`src/hdl/cpu_pkg.sv`:
```
package cpu_pkg;

    // Basic data types
    typedef logic [15:0] word_t;
    typedef logic [7:0]  byte_t;
    typedef logic [2:0]  reg_idx_t;
    typedef logic [11:0] flags_t;

    // Flag bit positions in the x86 flag word
    localparam int CF = 0;
    localparam int PF = 2;
    localparam int AF = 4;
    localparam int ZF = 6;
    localparam int SF = 7;
    localparam int TF = 8;
    localparam int IF = 9;
    localparam int DF = 10;
    localparam int OF = 11;

    // ALU operations in the order of opcode bits 5:3
    typedef enum logic [2:0] {
        ALU_ADD = 3'd0,
        ALU_OR  = 3'd1,
        ALU_ADC = 3'd2,
        ALU_SBB = 3'd3,
        ALU_AND = 3'd4,
        ALU_SUB = 3'd5,
        ALU_XOR = 3'd6,
        ALU_CMP = 3'd7
    } alu_op_t;

    localparam reg_idx_t REG_AX = 3'd0;
    localparam reg_idx_t REG_CX = 3'd1;

    localparam flags_t FLAGS_RESET          = '0;
    localparam int     PORT_CREDITS_DEFAULT = 2;

    // ------------------------------------------------------------------------
    // Opcodes
    // ------------------------------------------------------------------------
    localparam byte_t OP_ALU_AI  = 8'h04;   // Base of the acc,imm group
    localparam byte_t OP_INCDEC  = 8'h40;   // INC/DEC r16 row
    localparam byte_t OP_JCC     = 8'h70;   // Jcc rel8 row
    localparam byte_t OP_MOV_IMM = 8'hB0;   // MOV r,imm row
    localparam byte_t OP_OUT_B   = 8'hE6;
    localparam byte_t OP_OUT_W   = 8'hE7;
    localparam byte_t OP_JMP8    = 8'hEB;
    localparam byte_t OP_HLT     = 8'hF4;
    localparam byte_t OP_CMC     = 8'hF5;
    localparam byte_t OP_CLC     = 8'hF8;
    localparam byte_t OP_STC     = 8'hF9;

endpackage
```
`src/hdl/wb_if.sv`:
```
`timescale 1ns/1ps

interface wb_if;
    import cpu_pkg::*;

    // Register write port
    logic     wb_en;
    reg_idx_t wb_reg;
    logic     wb_word;      // Full 16-bit write when set
    word_t    wb_data;

    // Flag write port
    logic     wf_en;
    flags_t   wf_data;

    modport driver (
        output wb_en, wb_reg, wb_word, wb_data, wf_en, wf_data
    );

    modport sink (
        input wb_en, wb_reg, wb_word, wb_data, wf_en, wf_data
    );

endinterface

```
`src/hdl/cpu_top.sv`:
```
`timescale 1ns/1ps

module cpu_top #(
    parameter int CREDITS = cpu_pkg::PORT_CREDITS_DEFAULT
) (
    input  logic           clock,
    input  logic           i_rst_n,
    input  cpu_pkg::byte_t i_data,          // Byte at o_address
    input  logic           i_port_credit,
    output cpu_pkg::word_t o_address,
    output cpu_pkg::byte_t o_port_address,
    output cpu_pkg::byte_t o_port_data,
    output logic           o_port_write,
    output logic           o_halted
);
    import cpu_pkg::*;

    word_t   regs [8];
    flags_t  flags;

    alu_op_t alu_op;
    logic    alu_word;
    word_t   op1;
    word_t   op2;
    word_t   alu_result;
    flags_t  alu_flags;

    logic    port_req;
    byte_t   port_addr;
    byte_t   port_data;
    logic    port_busy;

    wb_if wb ();

    sequencer sequencer_i (
        .clock        (clock),
        .i_rst_n      (i_rst_n),
        .i_data       (i_data),
        .i_regs       (regs),
        .i_flags      (flags),
        .o_alu_op     (alu_op),
        .o_alu_word   (alu_word),
        .o_op1        (op1),
        .o_op2        (op2),
        .i_alu_result (alu_result),
        .i_alu_flags  (alu_flags),
        .o_port_req   (port_req),
        .o_port_addr  (port_addr),
        .o_port_data  (port_data),
        .i_port_busy  (port_busy),
        .o_address    (o_address),
        .o_halted     (o_halted),
        .wb           (wb.driver)
    );

    reg_file reg_file_i (
        .clock   (clock),
        .i_rst_n (i_rst_n),
        .wb      (wb.sink),
        .o_regs  (regs),
        .o_flags (flags)
    );

    alu alu_i (
        .i_op     (alu_op),
        .i_word   (alu_word),
        .i_op1    (op1),
        .i_op2    (op2),
        .i_flags  (flags),
        .o_result (alu_result),
        .o_flags  (alu_flags)
    );

    port_out #(
        .CREDITS (CREDITS)
    ) port_out_i (
        .clock          (clock),
        .i_rst_n        (i_rst_n),
        .i_req          (port_req),
        .i_addr         (port_addr),
        .i_data         (port_data),
        .i_credit       (i_port_credit),
        .o_busy         (port_busy),
        .o_port_address (o_port_address),
        .o_port_data    (o_port_data),
        .o_port_write   (o_port_write)
    );

endmodule

```
`src/hdl/sequencer.sv`:
```
`timescale 1ns/1ps

module sequencer (
    input  logic             clock,
    input  logic             i_rst_n,
    input  cpu_pkg::byte_t   i_data,
    input  cpu_pkg::word_t   i_regs [8],
    input  cpu_pkg::flags_t  i_flags,
    output cpu_pkg::alu_op_t o_alu_op,
    output logic             o_alu_word,
    output cpu_pkg::word_t   o_op1,
    output cpu_pkg::word_t   o_op2,
    input  cpu_pkg::word_t   i_alu_result,
    input  cpu_pkg::flags_t  i_alu_flags,
    output logic             o_port_req,
    output cpu_pkg::byte_t   o_port_addr,
    output cpu_pkg::byte_t   o_port_data,
    input  logic             i_port_busy,
    output cpu_pkg::word_t   o_address,
    output logic             o_halted,
    wb_if.driver             wb
);
    import cpu_pkg::*;

    typedef enum logic [2:0] {S_START, S_DECODE, S_IMM, S_PORT, S_HALT} state_t;

    state_t     state;
    word_t      ip;
    byte_t      opcode;
    byte_t      imm_lo;     // First immediate byte or port number
    logic       imm_hi;     // Waiting on the high immediate byte
    logic       out_hi;     // OUT AX now sends AH

    logic       wide_imm;
    logic       taken;
    logic [7:0] cond;
    word_t      next_ip;
    word_t      imm_word;

    // ------------------------------------------------------------------------
    // Opcode classes
    // ------------------------------------------------------------------------
    function automatic logic is_alu(byte_t op);
        return {op[7:6], op[2:1]} == {OP_ALU_AI[7:6], OP_ALU_AI[2:1]};
    endfunction

    function automatic logic is_incdec(byte_t op);
        return op[7:4] == OP_INCDEC[7:4];
    endfunction

    function automatic logic is_jcc(byte_t op);
        return op[7:4] == OP_JCC[7:4];
    endfunction

    function automatic logic is_mov(byte_t op);
        return op[7:4] == OP_MOV_IMM[7:4];
    endfunction

    function automatic logic is_out(byte_t op);
        return op == OP_OUT_B || op == OP_OUT_W;
    endfunction

    function automatic logic has_imm(byte_t op);
        return is_alu(op) || is_jcc(op) || is_mov(op) || is_out(op) || op == OP_JMP8;
    endfunction

    // Branch table indexed by opcode bits 3:1
    assign cond = {
        (i_flags[SF] ^ i_flags[OF]) | i_flags[ZF],  // LE
        i_flags[SF] ^ i_flags[OF],                  // L
        i_flags[PF],
        i_flags[SF],
        i_flags[CF] | i_flags[ZF],                  // BE
        i_flags[ZF],
        i_flags[CF],
        i_flags[OF]
    };

    assign taken    = (opcode == OP_JMP8) || (is_jcc(opcode) && (cond[opcode[3:1]] ^ opcode[0]));
    assign next_ip  = ip + 16'd1;
    assign wide_imm = (is_mov(opcode) && opcode[3]) || (is_alu(opcode) && opcode[0]);
    assign imm_word = wide_imm ? {i_data, imm_lo} : {8'h00, i_data};

    // ------------------------------------------------------------------------
    // State machine
    // ------------------------------------------------------------------------
    always_ff @(posedge clock) begin
        if (!i_rst_n) begin
            state  <= S_START;
            ip     <= '0;
            opcode <= '0;
            imm_hi <= 1'b0;
            out_hi <= 1'b0;
        end else begin
            case (state)
                S_START: begin
                    imm_hi <= 1'b0;
                    out_hi <= 1'b0;
                    state  <= S_DECODE;
                end
                S_DECODE: begin
                    opcode <= i_data;
                    ip     <= next_ip;
                    if (i_data == OP_HLT) begin
                        state <= S_HALT;
                    end else if (has_imm(i_data)) begin
                        state <= S_IMM;
                    end else begin
                        state <= S_START;       // One-byte ops finish here
                    end
                end
                S_IMM: begin
                    imm_lo <= i_data;
                    if (wide_imm && !imm_hi) begin
                        imm_hi <= 1'b1;
                        ip     <= next_ip;
                    end else begin
                        // Displacement counts from the next instruction
                        ip    <= taken ? next_ip + {{8{i_data[7]}}, i_data} : next_ip;
                        state <= is_out(opcode) ? S_PORT : S_START;
                    end
                end
                S_PORT: begin
                    if (!i_port_busy) begin
                        if (opcode[0] && !out_hi) begin
                            out_hi <= 1'b1;
                        end else begin
                            state <= S_START;
                        end
                    end
                end
                S_HALT: state <= S_HALT;        // Left only through reset
                default: state <= S_START;
            endcase
        end
    end

    // ------------------------------------------------------------------------
    // Operands and write-back
    // ------------------------------------------------------------------------
    always_comb begin
        o_alu_op   = ALU_ADD;
        o_alu_word = 1'b1;
        o_op1      = i_regs[REG_AX];
        o_op2      = 16'd1;
        wb.wb_en   = 1'b0;
        wb.wb_reg  = REG_AX;
        wb.wb_word = 1'b1;
        wb.wb_data = i_alu_result;
        wb.wf_en   = 1'b0;
        wb.wf_data = i_alu_flags;

        case (state)
            S_DECODE: begin
                if (is_incdec(i_data)) begin
                    o_alu_op       = i_data[3] ? ALU_SUB : ALU_ADD;
                    o_op1          = i_regs[i_data[2:0]];
                    wb.wb_en       = 1'b1;
                    wb.wb_reg      = i_data[2:0];
                    wb.wf_en       = 1'b1;
                    wb.wf_data[CF] = i_flags[CF];   // INC/DEC keep carry
                end else if (i_data == OP_CLC || i_data == OP_STC) begin
                    wb.wf_en       = 1'b1;
                    wb.wf_data     = i_flags;
                    wb.wf_data[CF] = i_data[0];
                end else if (i_data == OP_CMC) begin
                    wb.wf_en       = 1'b1;
                    wb.wf_data     = i_flags;
                    wb.wf_data[CF] = ~i_flags[CF];
                end
            end
            S_IMM: begin
                if (is_alu(opcode)) begin
                    o_alu_op   = alu_op_t'(opcode[5:3]);
                    o_alu_word = opcode[0];
                    o_op2      = imm_word;
                    if (!wide_imm || imm_hi) begin
                        wb.wb_en   = alu_op_t'(opcode[5:3]) != ALU_CMP;
                        wb.wb_word = opcode[0];
                        wb.wf_en   = 1'b1;
                    end
                end else if (is_mov(opcode) && (!wide_imm || imm_hi)) begin
                    wb.wb_en   = 1'b1;
                    wb.wb_reg  = opcode[2:0];
                    wb.wb_word = opcode[3];
                    wb.wb_data = imm_word;
                end
            end
            default: ;
        endcase
    end

    assign o_port_req  = (state == S_PORT) && !i_port_busy;
    assign o_port_addr = imm_lo;
    assign o_port_data = out_hi ? i_regs[REG_AX][15:8] : i_regs[REG_AX][7:0];

    assign o_address = ip;
    assign o_halted  = (state == S_HALT);

endmodule

```
`src/hdl/port_out.sv`:
```
`timescale 1ns/1ps

module port_out #(
    parameter int CREDITS = cpu_pkg::PORT_CREDITS_DEFAULT
) (
    input  logic           clock,
    input  logic           i_rst_n,
    input  logic           i_req,
    input  cpu_pkg::byte_t i_addr,
    input  cpu_pkg::byte_t i_data,
    input  logic           i_credit,
    output logic           o_busy,
    output cpu_pkg::byte_t o_port_address,
    output cpu_pkg::byte_t o_port_data,
    output logic           o_port_write
);
    localparam int CNT_W = $clog2(CREDITS + 1);

    logic [CNT_W-1:0] credit_cnt;   // Credits not yet spent
    logic             spend;

    // Credit is taken at the edge that queues the write
    assign spend  = i_req && !o_busy;
    assign o_busy = (credit_cnt == '0) || o_port_write;

    always_ff @(posedge clock) begin
        if (!i_rst_n) begin
            credit_cnt   <= CNT_W'(CREDITS);
            o_port_write <= 1'b0;
        end else begin
            o_port_write <= spend;
            credit_cnt   <= credit_cnt - CNT_W'(spend) + CNT_W'(i_credit);
        end
    end

    always_ff @(posedge clock) begin
        if (spend) begin
            o_port_address <= i_addr;
            o_port_data    <= i_data;
        end
    end

endmodule

```
`src/hdl/reg_file.sv`:
```
`timescale 1ns/1ps

module reg_file (
    input  logic            clock,
    input  logic            i_rst_n,
    wb_if.sink              wb,
    output cpu_pkg::word_t  o_regs [8],
    output cpu_pkg::flags_t o_flags
);
    import cpu_pkg::*;

    word_t  regs [8];
    flags_t flags;

    always_ff @(posedge clock) begin
        if (!i_rst_n) begin
            for (int i = 0; i < 8; i++) begin
                regs[i] <= '0;
            end
            flags <= FLAGS_RESET;
        end else begin
            if (wb.wb_en) begin
                if (wb.wb_word) begin
                    regs[wb.wb_reg] <= wb.wb_data;
                end else if (wb.wb_reg[2]) begin
                    regs[wb.wb_reg[1:0]][15:8] <= wb.wb_data[7:0];     // AH..BH
                end else begin
                    regs[wb.wb_reg[1:0]][7:0] <= wb.wb_data[7:0];      // AL..BL
                end
            end
            if (wb.wf_en) begin
                flags <= wb.wf_data;
            end
        end
    end

    assign o_regs  = regs;
    assign o_flags = {flags[11:2], 1'b1, flags[0]};    // Bit 1 is always set

endmodule

```
`src/hdl/alu.sv`:
```
`timescale 1ns/1ps

module alu (
    input  cpu_pkg::alu_op_t i_op,
    input  logic             i_word,
    input  cpu_pkg::word_t   i_op1,
    input  cpu_pkg::word_t   i_op2,
    input  cpu_pkg::flags_t  i_flags,
    output cpu_pkg::word_t   o_result,
    output cpu_pkg::flags_t  o_flags
);
    import cpu_pkg::*;

    word_t       a;
    word_t       b;
    logic [16:0] res;
    logic [3:0]  top;       // Sign bit position
    logic        carry;

    // Byte operations see only the low bytes
    assign a     = i_word ? i_op1 : {8'h00, i_op1[7:0]};
    assign b     = i_word ? i_op2 : {8'h00, i_op2[7:0]};
    assign top   = i_word ? 4'd15 : 4'd7;
    assign carry = i_word ? res[16] : res[8];

    always_comb begin
        case (i_op)
            ALU_ADD: res = {1'b0, a} + {1'b0, b};
            ALU_ADC: res = {1'b0, a} + {1'b0, b} + 17'(i_flags[CF]);
            ALU_SBB: res = {1'b0, a} - {1'b0, b} - 17'(i_flags[CF]);
            ALU_SUB,
            ALU_CMP: res = {1'b0, a} - {1'b0, b};
            ALU_XOR: res = {1'b0, a ^ b};
            ALU_OR:  res = {1'b0, a | b};
            ALU_AND: res = {1'b0, a & b};
            default: res = '0;
        endcase
    end

    always_comb begin
        o_flags     = i_flags;
        o_flags[CF] = carry;
        o_flags[AF] = a[4] ^ b[4] ^ res[4];

        case (i_op)
            ALU_ADD,
            ALU_ADC: o_flags[OF] = ~(a[top] ^ b[top]) & (a[top] ^ res[top]);
            ALU_SUB,
            ALU_SBB,
            ALU_CMP: o_flags[OF] = (a[top] ^ b[top]) & (a[top] ^ res[top]);
            default: begin
                // Logic ops
                o_flags[OF] = 1'b0;
                o_flags[CF] = 1'b0;
                o_flags[AF] = res[4];
            end
        endcase

        o_flags[SF] = res[top];
        o_flags[ZF] = i_word ? (res[15:0] == 16'd0) : (res[7:0] == 8'd0);
        o_flags[PF] = ~^res[7:0];   // Even parity of low byte
    end

    assign o_result = res[15:0];

endmodule

```
`config.mk`:
```
export PLATFORM = sky130hd
export DESIGN_NAME = cpu_top
export DESIGN_NICKNAME = d
export VERILOG_FILES = /design/src/hdl/cpu_pkg.sv /design/src/hdl/wb_if.sv /design/src/hdl/cpu_top.sv /design/src/hdl/sequencer.sv /design/src/hdl/port_out.sv /design/src/hdl/reg_file.sv /design/src/hdl/alu.sv
export SDC_FILE = /design/constraint.sdc
export NUM_CORES = 1
export LEC_CHECK = 0
export ABC_AREA = 1
export ABC_CLOCK_PERIOD_IN_PS = 7100
export BUFFER_PORTS_ARGS = -buffer_cell sky130_fd_sc_hd__buf_4
export CAP_MARGIN = 10
export CORE_AREA = 2 2 205 207
export DETAILED_ROUTE_END_ITERATION = 8
export DIE_AREA = 0 0 207 209
export HOLD_SLACK_MARGIN = 0.08
export PLACE_DENSITY_LB_ADDON = 0.1
export SYNTH_ARGS = -nofsm -noshare
export SYNTH_HDL_FRONTEND = slang
export SYNTH_SLANG_ARGS = --single-unit
export TNS_END_PERCENT = 30
```
`constraint.sdc`:
```
create_clock -name clock -period 7.1 [get_ports clock]
set_input_delay 1.42 -clock clock [delete_from_list [all_inputs] [get_ports clock]]
set_output_delay 1.42 -clock clock [all_outputs]
set_load 0.005 [all_outputs]
```
==> flow_summary.toml, run 1 <==
[detailed_routing]
drcViolationCount = 0
wl_per_cell_um = 19.2
route.vias.total = 14800
route.final.wire_length_um = 52900
drt-initial-drc-count = 1217
first_pass_iters = 6
vias_per_cell = 5.36
antenna_violating_nets_post_route = 0

[sta]
tightestPinTransition_ns = 1.03
final-hold-violation-count = 0
endpoints_failing_setup = 0
post-route-min-period_ns = 6.39
relSlewSlack = 0.303
rsz_0062_raised_after_global_routing = "false"
fin_skew_ns = 0.0125
min_period_over_period = 0.900
timing_max_transition_violations_final = 0
fmax_mhz = 156
totalNegativeSetupSlack_ns = 0

[clocking]
clock_tree_from_tritoncts = "done"
h_tree_levels = 4
cts_hold_buffers = 0
clock_path_buffers = 2
clk_latency_ns = 0.45
postCtsSetupRepairBufs = 0
cts.reportedPaths.clkPinSlew_ns = 0.08
clock_root_buffer = "clkbuf_16"
clock_sinks = 189
clock_buffer_count_from_cts = 17
cts-resized-gates = 0

[power_and_ir_drop]
switching_share = 0.325
power.leakage_nw = 7.17
clkPwrFrac = 0.378
ir_worst_vdd_mv = 0.142
p_total_mw = 2.58
pwr_density_cell_mw_per_mm2 = 165
relative_contribution_of_combinational_cells_to_total_power = 0.187
power_report.internal_total_mw = 1.74
power.switching_mw = 0.840
power.sequential.fraction = 0.434

[critical_path]
crit_path_top_delay_cell = "fa_1"
worstPathRequired_ns = 7.48
start_kind = "input port"
critical_path_peak_fanout = 16
most_prevalent_standard_cell_on_the_critical_path = "nand2_1"
worst_ep_arrival_time_ns = 6.77
crit_buf_inv = 7
timing.setup.critical_path_class = "in -> reg"
setup.worst_path.end_class = "flip-flop"
cp_slowest_stage_delay_ns = 0.48
timing.critical_path.max_delay_family = "simple AND/OR/NAND/NOR gates"

[die]
placement_rows = 75
die_area_mm2 = 0.0433
initial_utilization = 0.345
dieWidth_um = 207
placeableCoreArea_mm2 = 0.0413
ios = 45
die_h_um = 209

[placed_design]
io_buffer_count = 44
gpl.final_weighted_congestion = 0.959
place_hpwl_um = 40600

[global_route]
grt_usage = 0.240
grt_antenna_before_repair = 0
largest_net_degree_at_the_start_of_global_routing = 53
grt_overflow_total = 0
grt_pass1_wl_um = 80500
grt_pass1_vias = 13600

[final_layout]
final_layout_size_suffix_gt1_frac = 0.0949
layout.cells.most_common_list = "475 x nand2_1, 320 x inv_1, 175 x o21ai_0, 174 x a21oi_1, 165 x dfxtp_1"
most_common_cell_after_layout_fill_and_taps_aside = "nand2_1"
count_of_inserted_antenna_diode_cells = 0
area_growth_syn_to_layout_pct = 9.72
num-nets-final = 2289

[yosys]
synth_compound_area_frac = 0.226
post_synth_num_cell_types = 65
post-synth-top-area-cell = "dfxtp_1"
post_synthesis_sequential_element_count = 189
syn-cell-area_mm2 = 0.0142
synth_adder_area_share = 0.0701
syn_inst = 2192
synth_top_area_share = 0.232
mappedNetlistNets = 2281
synth_xor_area_frac = 0.0191
synth-warning-count = 0
synth_sequential_area_ratio = 0.282
yosys-mux-area-fraction = 0.000703
ys_top_cells_by_area = "dfxtp_1 23%, nand2_1 13%, inv_1 8.5%"
largest_family_of_logic_cells_by_synthesized_area = "simple AND/OR/NAND/NOR gates"
synth.avg_cell_area_um2 = 6.50
synthSimpleGateAreaFrac = 0.275

[outcome]
run_status = "finished, final reports clean"

[hold_path]
timing.hold.worst.class = "reg -> reg"

[flow_run]
max_capacitance_violation_count = 0
==> power groups by stage <==
stage               combinational, mW  sequential [mW]  clock, mW
floorplan                       0.322             1.14          0
global placement                0.475             1.15          0
detailed placement              0.476             1.15          0
CTS                             0.479             1.12       1.00
global route                    0.538             1.12       1.04
finish                          0.484             1.12      0.977
==> logic make-up (layout without fill, tap and decap cells) <==
group                      Yosys count  in the layout
xor gates and xnor gates            31             31
and+or+nand+nor                    889            889
AOI/OAI and AO/OA                  560            560
adders and majority gates           78             78
buffers and inverters              444            465
muxes                                1              1
DFF                                189            189
==> final cells by class <==
class	instances	area [um^2]
Clock buffer	18	450
Clock inverter	14	146
Inverter	360	1370
Sequential cell	189	4020
Timing Repair Buffer	73	548
Multi-Input combinational cell	1559	8420
Fill cell	4517	25700
Tap cell	539	674
==> routing by layer <==
| metal | routed length, um | up-vias | track usage |
|---|---|---|---|
| li1 | - | 7316 | - |
| met1 | 23700 | 6854 | 0.321 |
| met2 | 24300 | 485 | 0.397 |
| met3 | 2900 | 95 | 0.0252 |
| met4 | 1920 | 0 | 0.0970 |
| met5 | 0 | - | 0 |
==> metrics by stage <==
stage / instance area [um^2] / hold slack (ns) / instances / utilization / setup WS [ns]
after floorplan: 14200 / 0.421 / 2192 / - / 1.96
after global placement: 15000 / 0.453 / 2720 / 0.364 / 0.472
after detailed placement: 15000 / 0.456 / 2720 / 0.364 / 0.335
after CTS: 15600 / 0.468 / 2752 / 0.379 / 0.784
after global routing: 15600 / 0.486 / 2752 / 0.379 / 0.170
final: 15600 / 0.467 / 2752 / 0.379 / 0.707
==> worst reg2reg max path, stage by stage (launching register included) <==
cell     delay, ns
dfxtp_1       0.40
nor2_2        0.07
nand2_2       0.21
inv_2         0.13
nand2_4       0.14
inv_4         0.17
o21ai_0       0.63
inv_1         0.15
ha_1          0.25
fa_1          0.48
inv_1         0.16
nand3_1       0.11
nand2_1       0.18
nand2_1       0.07
nand2_1       0.14
inv_1         0.09
nor2_1        0.29
nand3_1       0.18
nor2_1        0.25
nand2_1       0.08
nand2_1       0.06
nand3_1       0.07
nand3_1       0.09
nand2_1       0.11
o21ai_2       0.47
nand2_1       0.11
a31oi_1       0.19
==> registers in the layout (all words and copies together), names as in the netlist <==
register and count:
sequencer_i.state 3, sequencer_i.out_hi 1, reg_file_i.flags 5, sequencer_i.opcode 8
sequencer_i.imm_hi 1, port_out_i.o_port_write 1, port_out_i.o_port_address 8, port_out_i.o_port_data 8
sequencer_i.o_port_addr 8, port_out_i.credit_cnt 2, sequencer_i.o_address 16, reg_file_i.o_regs 128
==> path summary, 6_finish.rpt <==
check                             start                    end  slack, ns  cells after the start
setup / recovery              i_data[1]  reg_file_i.o_regs[89]       0.71                     29
hold / removal    reg_file_i.o_regs[84]  reg_file_i.o_regs[84]       0.47                      2
setup reg to reg   sequencer_i.state[1]  reg_file_i.o_regs[89]       1.72                     26
hold reg to reg   reg_file_i.o_regs[84]  reg_file_i.o_regs[84]       0.47                      2
==> cell usage after synthesis, drive strengths merged <==
cell	instances
clkinv	4
nand2	488
a221oi	1
a21oi	174
o211ai	20
nor2	172
dfxtp	165
o21ai	229
ha	75
nor3b	1
o2bb2ai	1
o221ai	4
nor4	1
a21o	1
xor2	15
o31ai	2
or2	5
fa	3
mux2i	1
a22oi	8
nand3	156
a32oi	1
a31oi	24
a211oi	3
xnor2	16
edfxtp	24
o2111ai	10
o21bai	6
a2111oi	1
nor3	31
o211a	1
a31o	1
clkbuf	43
a41oi	1
and2	1
nand3b	3
a21boi	1
inv	356
o41ai	1
o311ai	7
nand4	31
o22ai	63
buf	41
Note: power is estimated with default switching activity, not from simulation.
==> inputs of run 2 (changes only) <==
--- a/config.mk
+++ b/config.mk
@@ -10,6 +10,7 @@
 export BUFFER_PORTS_ARGS = -buffer_cell sky130_fd_sc_hd__buf_4
 export CAP_MARGIN = 10
 export CORE_AREA = 2 2 205 207
+export CTS_BUF_LIST = sky130_fd_sc_hd__clkbuf_4 sky130_fd_sc_hd__clkbuf_8
 export DETAILED_ROUTE_END_ITERATION = 8
 export DIE_AREA = 0 0 207 209
 export HOLD_SLACK_MARGIN = 0.08
==> flow_summary.toml, run 2 (synthesized netlist as in run 1, its figures left out) <==
[sta]
rsz_0062_raised_after_global_routing = "false"
post-route-min-period_ns = 6.36
min_period_over_period = 0.896
timing_max_transition_violations_final = 0
fin_skew_ns = 0.0184
totalNegativeSetupSlack_ns = 0
tightestPinTransition_ns = 1.09
endpoints_failing_setup = 0
final-hold-violation-count = 0
worst_slack_ns = 0.740
fmax_mhz = 157
relSlewSlack = 0.267

[global_route]
grt_usage = 0.240
grt_antenna_before_repair = 0
largest_net_degree_at_the_start_of_global_routing = 53
grt_pass1_wl_um = 80300
grt_overflow_total = 0
grt_pass1_vias = 13600

[clocking]
clock_buffer_count_from_cts = 17
clock_root_buffer = "clkbuf_8"
cts-resized-gates = 0
clk_latency_ns = 0.51
cts_hold_buffers = 0
cts.reportedPaths.clkPinSlew_ns = 0.11
clock_sinks = 189
clock_path_buffers = 2
postCtsSetupRepairBufs = 0
clock_tree_from_tritoncts = "done"
h_tree_levels = 4

[power_and_ir_drop]
ir_worst_vdd_mv = 0.142
power.leakage_nw = 7.09
power_report.internal_total_mw = 1.55
power.switching_mw = 0.809
power.sequential.fraction = 0.476
clkPwrFrac = 0.319
switching_share = 0.343
relative_contribution_of_combinational_cells_to_total_power = 0.205
pwr_density_cell_mw_per_mm2 = 153

[flow_run]
max_capacitance_violation_count = 0

[critical_path]
startpoint = "i_data[1]"
timing.setup.critical_path_class = "in -> reg"
worst_r2r_startpoint = "sequencer_i.state[1]"
setup.reg_to_reg.worst_slack_ns = 1.69
critical_path_peak_fanout = 16
worst_setup_path_endpoint = "reg_file_i.o_regs[89]"
cp_slowest_stage_delay_ns = 0.48
most_prevalent_standard_cell_on_the_critical_path = "nand2_1"
worstReg2RegEnd = "reg_file_i.o_regs[89]"
worstPathRequired_ns = 7.53
start_kind = "input port"
r2r.worst_path.cells = 26
crit_path_top_delay_cell = "fa_1"
setup.worst_path.end_class = "flip-flop"
worst_ep_arrival_time_ns = 6.79

[final_layout]
area_growth_syn_to_layout_pct = 8.41
final_layout_size_suffix_gt1_frac = 0.0949
seqCellArea_mm2 = 0.00402
largest_reg_flops = 128
num-nets-final = 2289
fillers = 4540
most_common_cell_after_layout_fill_and_taps_aside = "nand2_1"
final_area_mm2 = 0.0154
count_of_inserted_antenna_diode_cells = 0
multi_input_area_mm2 = 0.00842
layout.cells.most_common_list = "475 x nand2_1, 320 x inv_1, 175 x o21ai_0, 174 x a21oi_1, 165 x dfxtp_1"

[hold_path]
timing.hold.worst.class = "reg -> reg"

[placed_design]
pre_cts_ws_ns = 0.335
gpl.final_weighted_congestion = 0.959
dpl_cell_area_mm2 = 0.0150
io_buffer_count = 44
place_hpwl_um = 40600

[detailed_routing]
route.final.wire_length_um = 52800
drt-initial-drc-count = 1183
drcViolationCount = 0
first_pass_iters = 6
wl_per_cell_um = 19.2
antenna_violating_nets_post_route = 0
route.vias.total = 14700
vias_per_cell = 5.33

[die]
die_area_mm2 = 0.0433
dieWidth_um = 207
placeableCoreArea_mm2 = 0.0413
placement_rows = 75
die_h_um = 209
ios = 45
initial_utilization = 0.345

[outcome]
run_status = "finished, final reports clean"
-- run 2: critical path, delay by kind of cell --
| kind | cells | cell delay, ns |
|---|---|---|
| compound gates | 5 | 1.25 |
| fa+ha+maj | 2 | 0.73 |
| buf+inv | 7 | 1.40 |
| simple gates | 15 | 1.96 |
-- run 2: how the worst min path moves through the flow --
| stage | startpoint | end | cells past startpoint |
|---|---|---|---|
| final | reg_file_i.o_regs[84] | reg_file_i.o_regs[84] | 2 |
| after global routing | reg_file_i.o_regs[86] | reg_file_i.o_regs[86] | 2 |
| after CTS | reg_file_i.o_regs[84] | reg_file_i.o_regs[84] | 2 |
| after detailed placement | reg_file_i.o_regs[84] | reg_file_i.o_regs[84] | 2 |
| after global placement | reg_file_i.o_regs[81] | reg_file_i.o_regs[81] | 2 |
| after floorplan | sequencer_i.o_port_addr[0] | port_out_i.o_port_address[0] | 0 |
-- run 2: layout make-up --
cell class,instances,area share
multi-input combinational,1559,0.545
sequential,189,0.261
inverter,360,0.0885
tap,539,0.0437
timing repair buffer,73,0.0355
clock buffer,17,0.0151
clock inverter,15,0.0114
-- run 2: stage by stage --
step | utilization | instances | hold slack [ns] | power, mW
global route | 0.374 | 2752 | 0.491 | 2.47
global placement | 0.364 | 2720 | 0.453 | 1.62
detailed placement | 0.364 | 2720 | 0.456 | 1.62
finish | 0.374 | 2752 | 0.474 | 2.36
CTS | 0.374 | 2752 | 0.473 | 2.38
floorplan | - | 2192 | 0.421 | 1.46
-- run 2: per-layer routing --
metal  wire length, um  part of all wire  GRT usage  vias to the layer above
met5                 0                 0          0                        -
met4              1940             0.037     0.0993                        0
met3              2660             0.050     0.0257                       84
met2             24300              0.46      0.397                      436
met1             23900              0.45      0.319                     6841
li1                  -                 -          -                     7302
-- run 2: power groups by stage --
stage | sequential [mW] | clock, mW | combinational (mW)
after floorplan | 1.14 | 0 | 0.322
after global placement | 1.15 | 0 | 0.475
after detailed placement | 1.15 | 0 | 0.476
after CTS | 1.12 | 0.781 | 0.478
after global routing | 1.13 | 0.811 | 0.538
final | 1.12 | 0.752 | 0.484
==> inputs of run 3 (changes only) <==
--- a/config.mk
+++ b/config.mk
@@ -9,10 +9,10 @@
 export ABC_CLOCK_PERIOD_IN_PS = 7100
 export BUFFER_PORTS_ARGS = -buffer_cell sky130_fd_sc_hd__buf_4
 export CAP_MARGIN = 10
-export CORE_AREA = 2 2 205 207
+export CORE_AREA = 2 2 164 166
 export CTS_BUF_LIST = sky130_fd_sc_hd__clkbuf_4 sky130_fd_sc_hd__clkbuf_8
 export DETAILED_ROUTE_END_ITERATION = 8
-export DIE_AREA = 0 0 207 209
+export DIE_AREA = 0 0 166 168
 export HOLD_SLACK_MARGIN = 0.08
 export PLACE_DENSITY_LB_ADDON = 0.1
 export SYNTH_ARGS = -nofsm -noshare
==> flow_summary.toml, run 3 (synthesized netlist as in run 1, its figures left out) <==
[hold_path]
worst_hold_path.endpoint = "port_out_i.o_port_address[2]"
timing.hold.worst_path_depth = 0
timing.hold.worst.class = "reg -> reg"
hold_path.startpoint = "sequencer_i.o_port_addr[2]"

[clocking]
cts_hold_buffers = 0
cts-resized-gates = 0
h_tree_levels = 4
cts.reportedPaths.clkPinSlew_ns = 0.12
clock_root_buffer = "clkbuf_8"
postCtsSetupRepairBufs = 0
clock_tree_from_tritoncts = "done"
clock_path_buffers = 2
clk_latency_ns = 0.50
clock_sinks = 189
clock_buffer_count_from_cts = 17

[final_layout]
num-nets-final = 2290
utilization = 0.578
final_area_mm2 = 0.0152
largest_reg_flops = 128
count_of_inserted_antenna_diode_cells = 0
area_growth_syn_to_layout_pct = 6.86
final_layout_size_suffix_gt1_frac = 0.0953
fillers = 2681
most_common_cell_after_layout_fill_and_taps_aside = "nand2_1"
layout.cells.most_common_list = "475 x nand2_1, 320 x inv_1, 175 x o21ai_0, 174 x a21oi_1, 165 x dfxtp_1"

[die]
initial_utilization = 0.541
die_area_mm2 = 0.0279
ios = 45
die_h_um = 168
placement_rows = 60
dieWidth_um = 166
placeableCoreArea_mm2 = 0.0264

[sta]
min_period_over_period = 0.865
fin_skew_ns = 0.0345
totalNegativeSetupSlack_ns = 0
fmax_mhz = 163
relSlewSlack = 0.185
post-route-min-period_ns = 6.14
endpoints_failing_setup = 0
timing_max_transition_violations_final = 0
final-hold-violation-count = 0
rsz_0062_raised_after_global_routing = "false"
tightestPinTransition_ns = 1.21

[detailed_routing]
route.final.wire_length_um = 49400
drcViolationCount = 0
drt-initial-drc-count = 1671
route.vias.total = 15200
antenna_violating_nets_post_route = 0
vias_per_cell = 5.94
first_pass_iters = 7
wl_per_cell_um = 19.3

[global_route]
largest_net_degree_at_the_start_of_global_routing = 92
grt_pass1_vias = 13900
grt_overflow_total = 0
grt_usage = 0.346
grt_pass1_wl_um = 76600
grt_antenna_before_repair = 0

[flow_run]
max_capacitance_violation_count = 0

[critical_path]
start_kind = "input port"
worst_ep_arrival_time_ns = 6.56
setup.reg_to_reg.worst_slack_ns = 1.65
r2r.worst_path.cells = 27
startpoint = "i_data[7]"
worstPathRequired_ns = 7.52
worst_r2r_startpoint = "sequencer_i.state[1]"
worstReg2RegEnd = "reg_file_i.o_regs[89]"
critical_path_peak_fanout = 34
timing.setup.critical_path_class = "in -> reg"
setup.worst_path.end_class = "flip-flop"

[placed_design]
io_buffer_count = 44
dpl_cell_area_mm2 = 0.0148
gpl.final_weighted_congestion = 0.980
place_hpwl_um = 37200

[power_and_ir_drop]
ir_worst_vdd_mv = 0.133
power.leakage_nw = 7.10
pwr_density_cell_mw_per_mm2 = 156

[outcome]
run_status = "finished, final reports clean"
[run 3: cell count changes in the layout (fill, tap and decap cells not counted), sizes merged]
cell,change
clkinvlp,-2
inv,+2
buf,+1
bufinv,-1
clkbuf,+1
[run 3: through the flow]
| stage | setup WS (ns) | hold slack, ns | instances | total power, mW |
|---|---|---|---|---|
| global placement | 0.637 | 0.435 | 2523 | 1.61 |
| finish | 0.958 | 0.469 | 2555 | 2.37 |
| global route | 0.617 | 0.492 | 2555 | 2.46 |
| detailed placement | 0.589 | 0.439 | 2523 | 1.62 |
| floorplan | 1.96 | 0.421 | 2192 | 1.46 |
| CTS | 1.09 | 0.463 | 2555 | 2.36 |
[run 3: worst max path at each step]
stage,end,slack [ns],depth (start not counted)
2_1_floorplan,reg_file_i.o_regs[126],1.96,25
3_3_place_gp,reg_file_i.o_regs[121],0.64,28
3_5_place_dp,reg_file_i.o_regs[89],0.59,28
4_1_cts,reg_file_i.o_regs[89],1.09,28
5_1_grt,reg_file_i.o_regs[91],0.62,28
6_report,reg_file_i.o_regs[89],0.96,28
[run 3: report_power, final]
part | switching [mW] | leakage, nW | internal [mW] | total (mW)
logic | 0.328 | 5.34 | 0.157 | 0.485
clock network | 0.490 | 0.205 | 0.275 | 0.765
registers | 0.0225 | 1.56 | 1.10 | 1.12
total | 0.840 | 7.10 | 1.53 | 2.37
[run 3: layout make-up]
type | count | area, um^2 | area share
Inverter | 360 | 1370 | 0.0898
Clock buffer | 18 | 241 | 0.0159
Multi-Input combinational cell | 1559 | 8420 | 0.553
Tap cell | 341 | 427 | 0.0280
Sequential cell | 189 | 4020 | 0.264
Timing Repair Buffer | 74 | 581 | 0.0381
Clock inverter | 14 | 163 | 0.0107
[run 3: metal layers]
layer | GRT usage | vias to the layer above | wire length [um]
met2 | 0.564 | 752 | 22300
met1 | 0.461 | 7004 | 20700
met5 | 0 | - | 0
met3 | 0.0562 | 130 | 4420
met4 | 0.133 | 0 | 2040
li1 | - | 7303 | -
[run 3: worst max-delay path, stage by stage]
cell and delay, ns:
buf_4 0.19, inv_2 0.09, nand2_1 0.05, nor2_1 0.27
nand2_4 0.14, inv_4 0.33, nand3_1 0.15, o21ai_0 0.16
inv_1 0.12, ha_1 0.25, fa_1 0.51, inv_1 0.14
nand3_1 0.10, nand2_1 0.19, nand2_1 0.08, nand2_1 0.19
inv_1 0.11, nor2_1 0.38, nand3_1 0.20, nor2_1 0.27
nand2_1 0.08, nand2_1 0.07, nand3_1 0.07, nand3_1 0.12
nand2_1 0.09, o21ai_2 0.44, nand2_1 0.10, a31oi_1 0.21
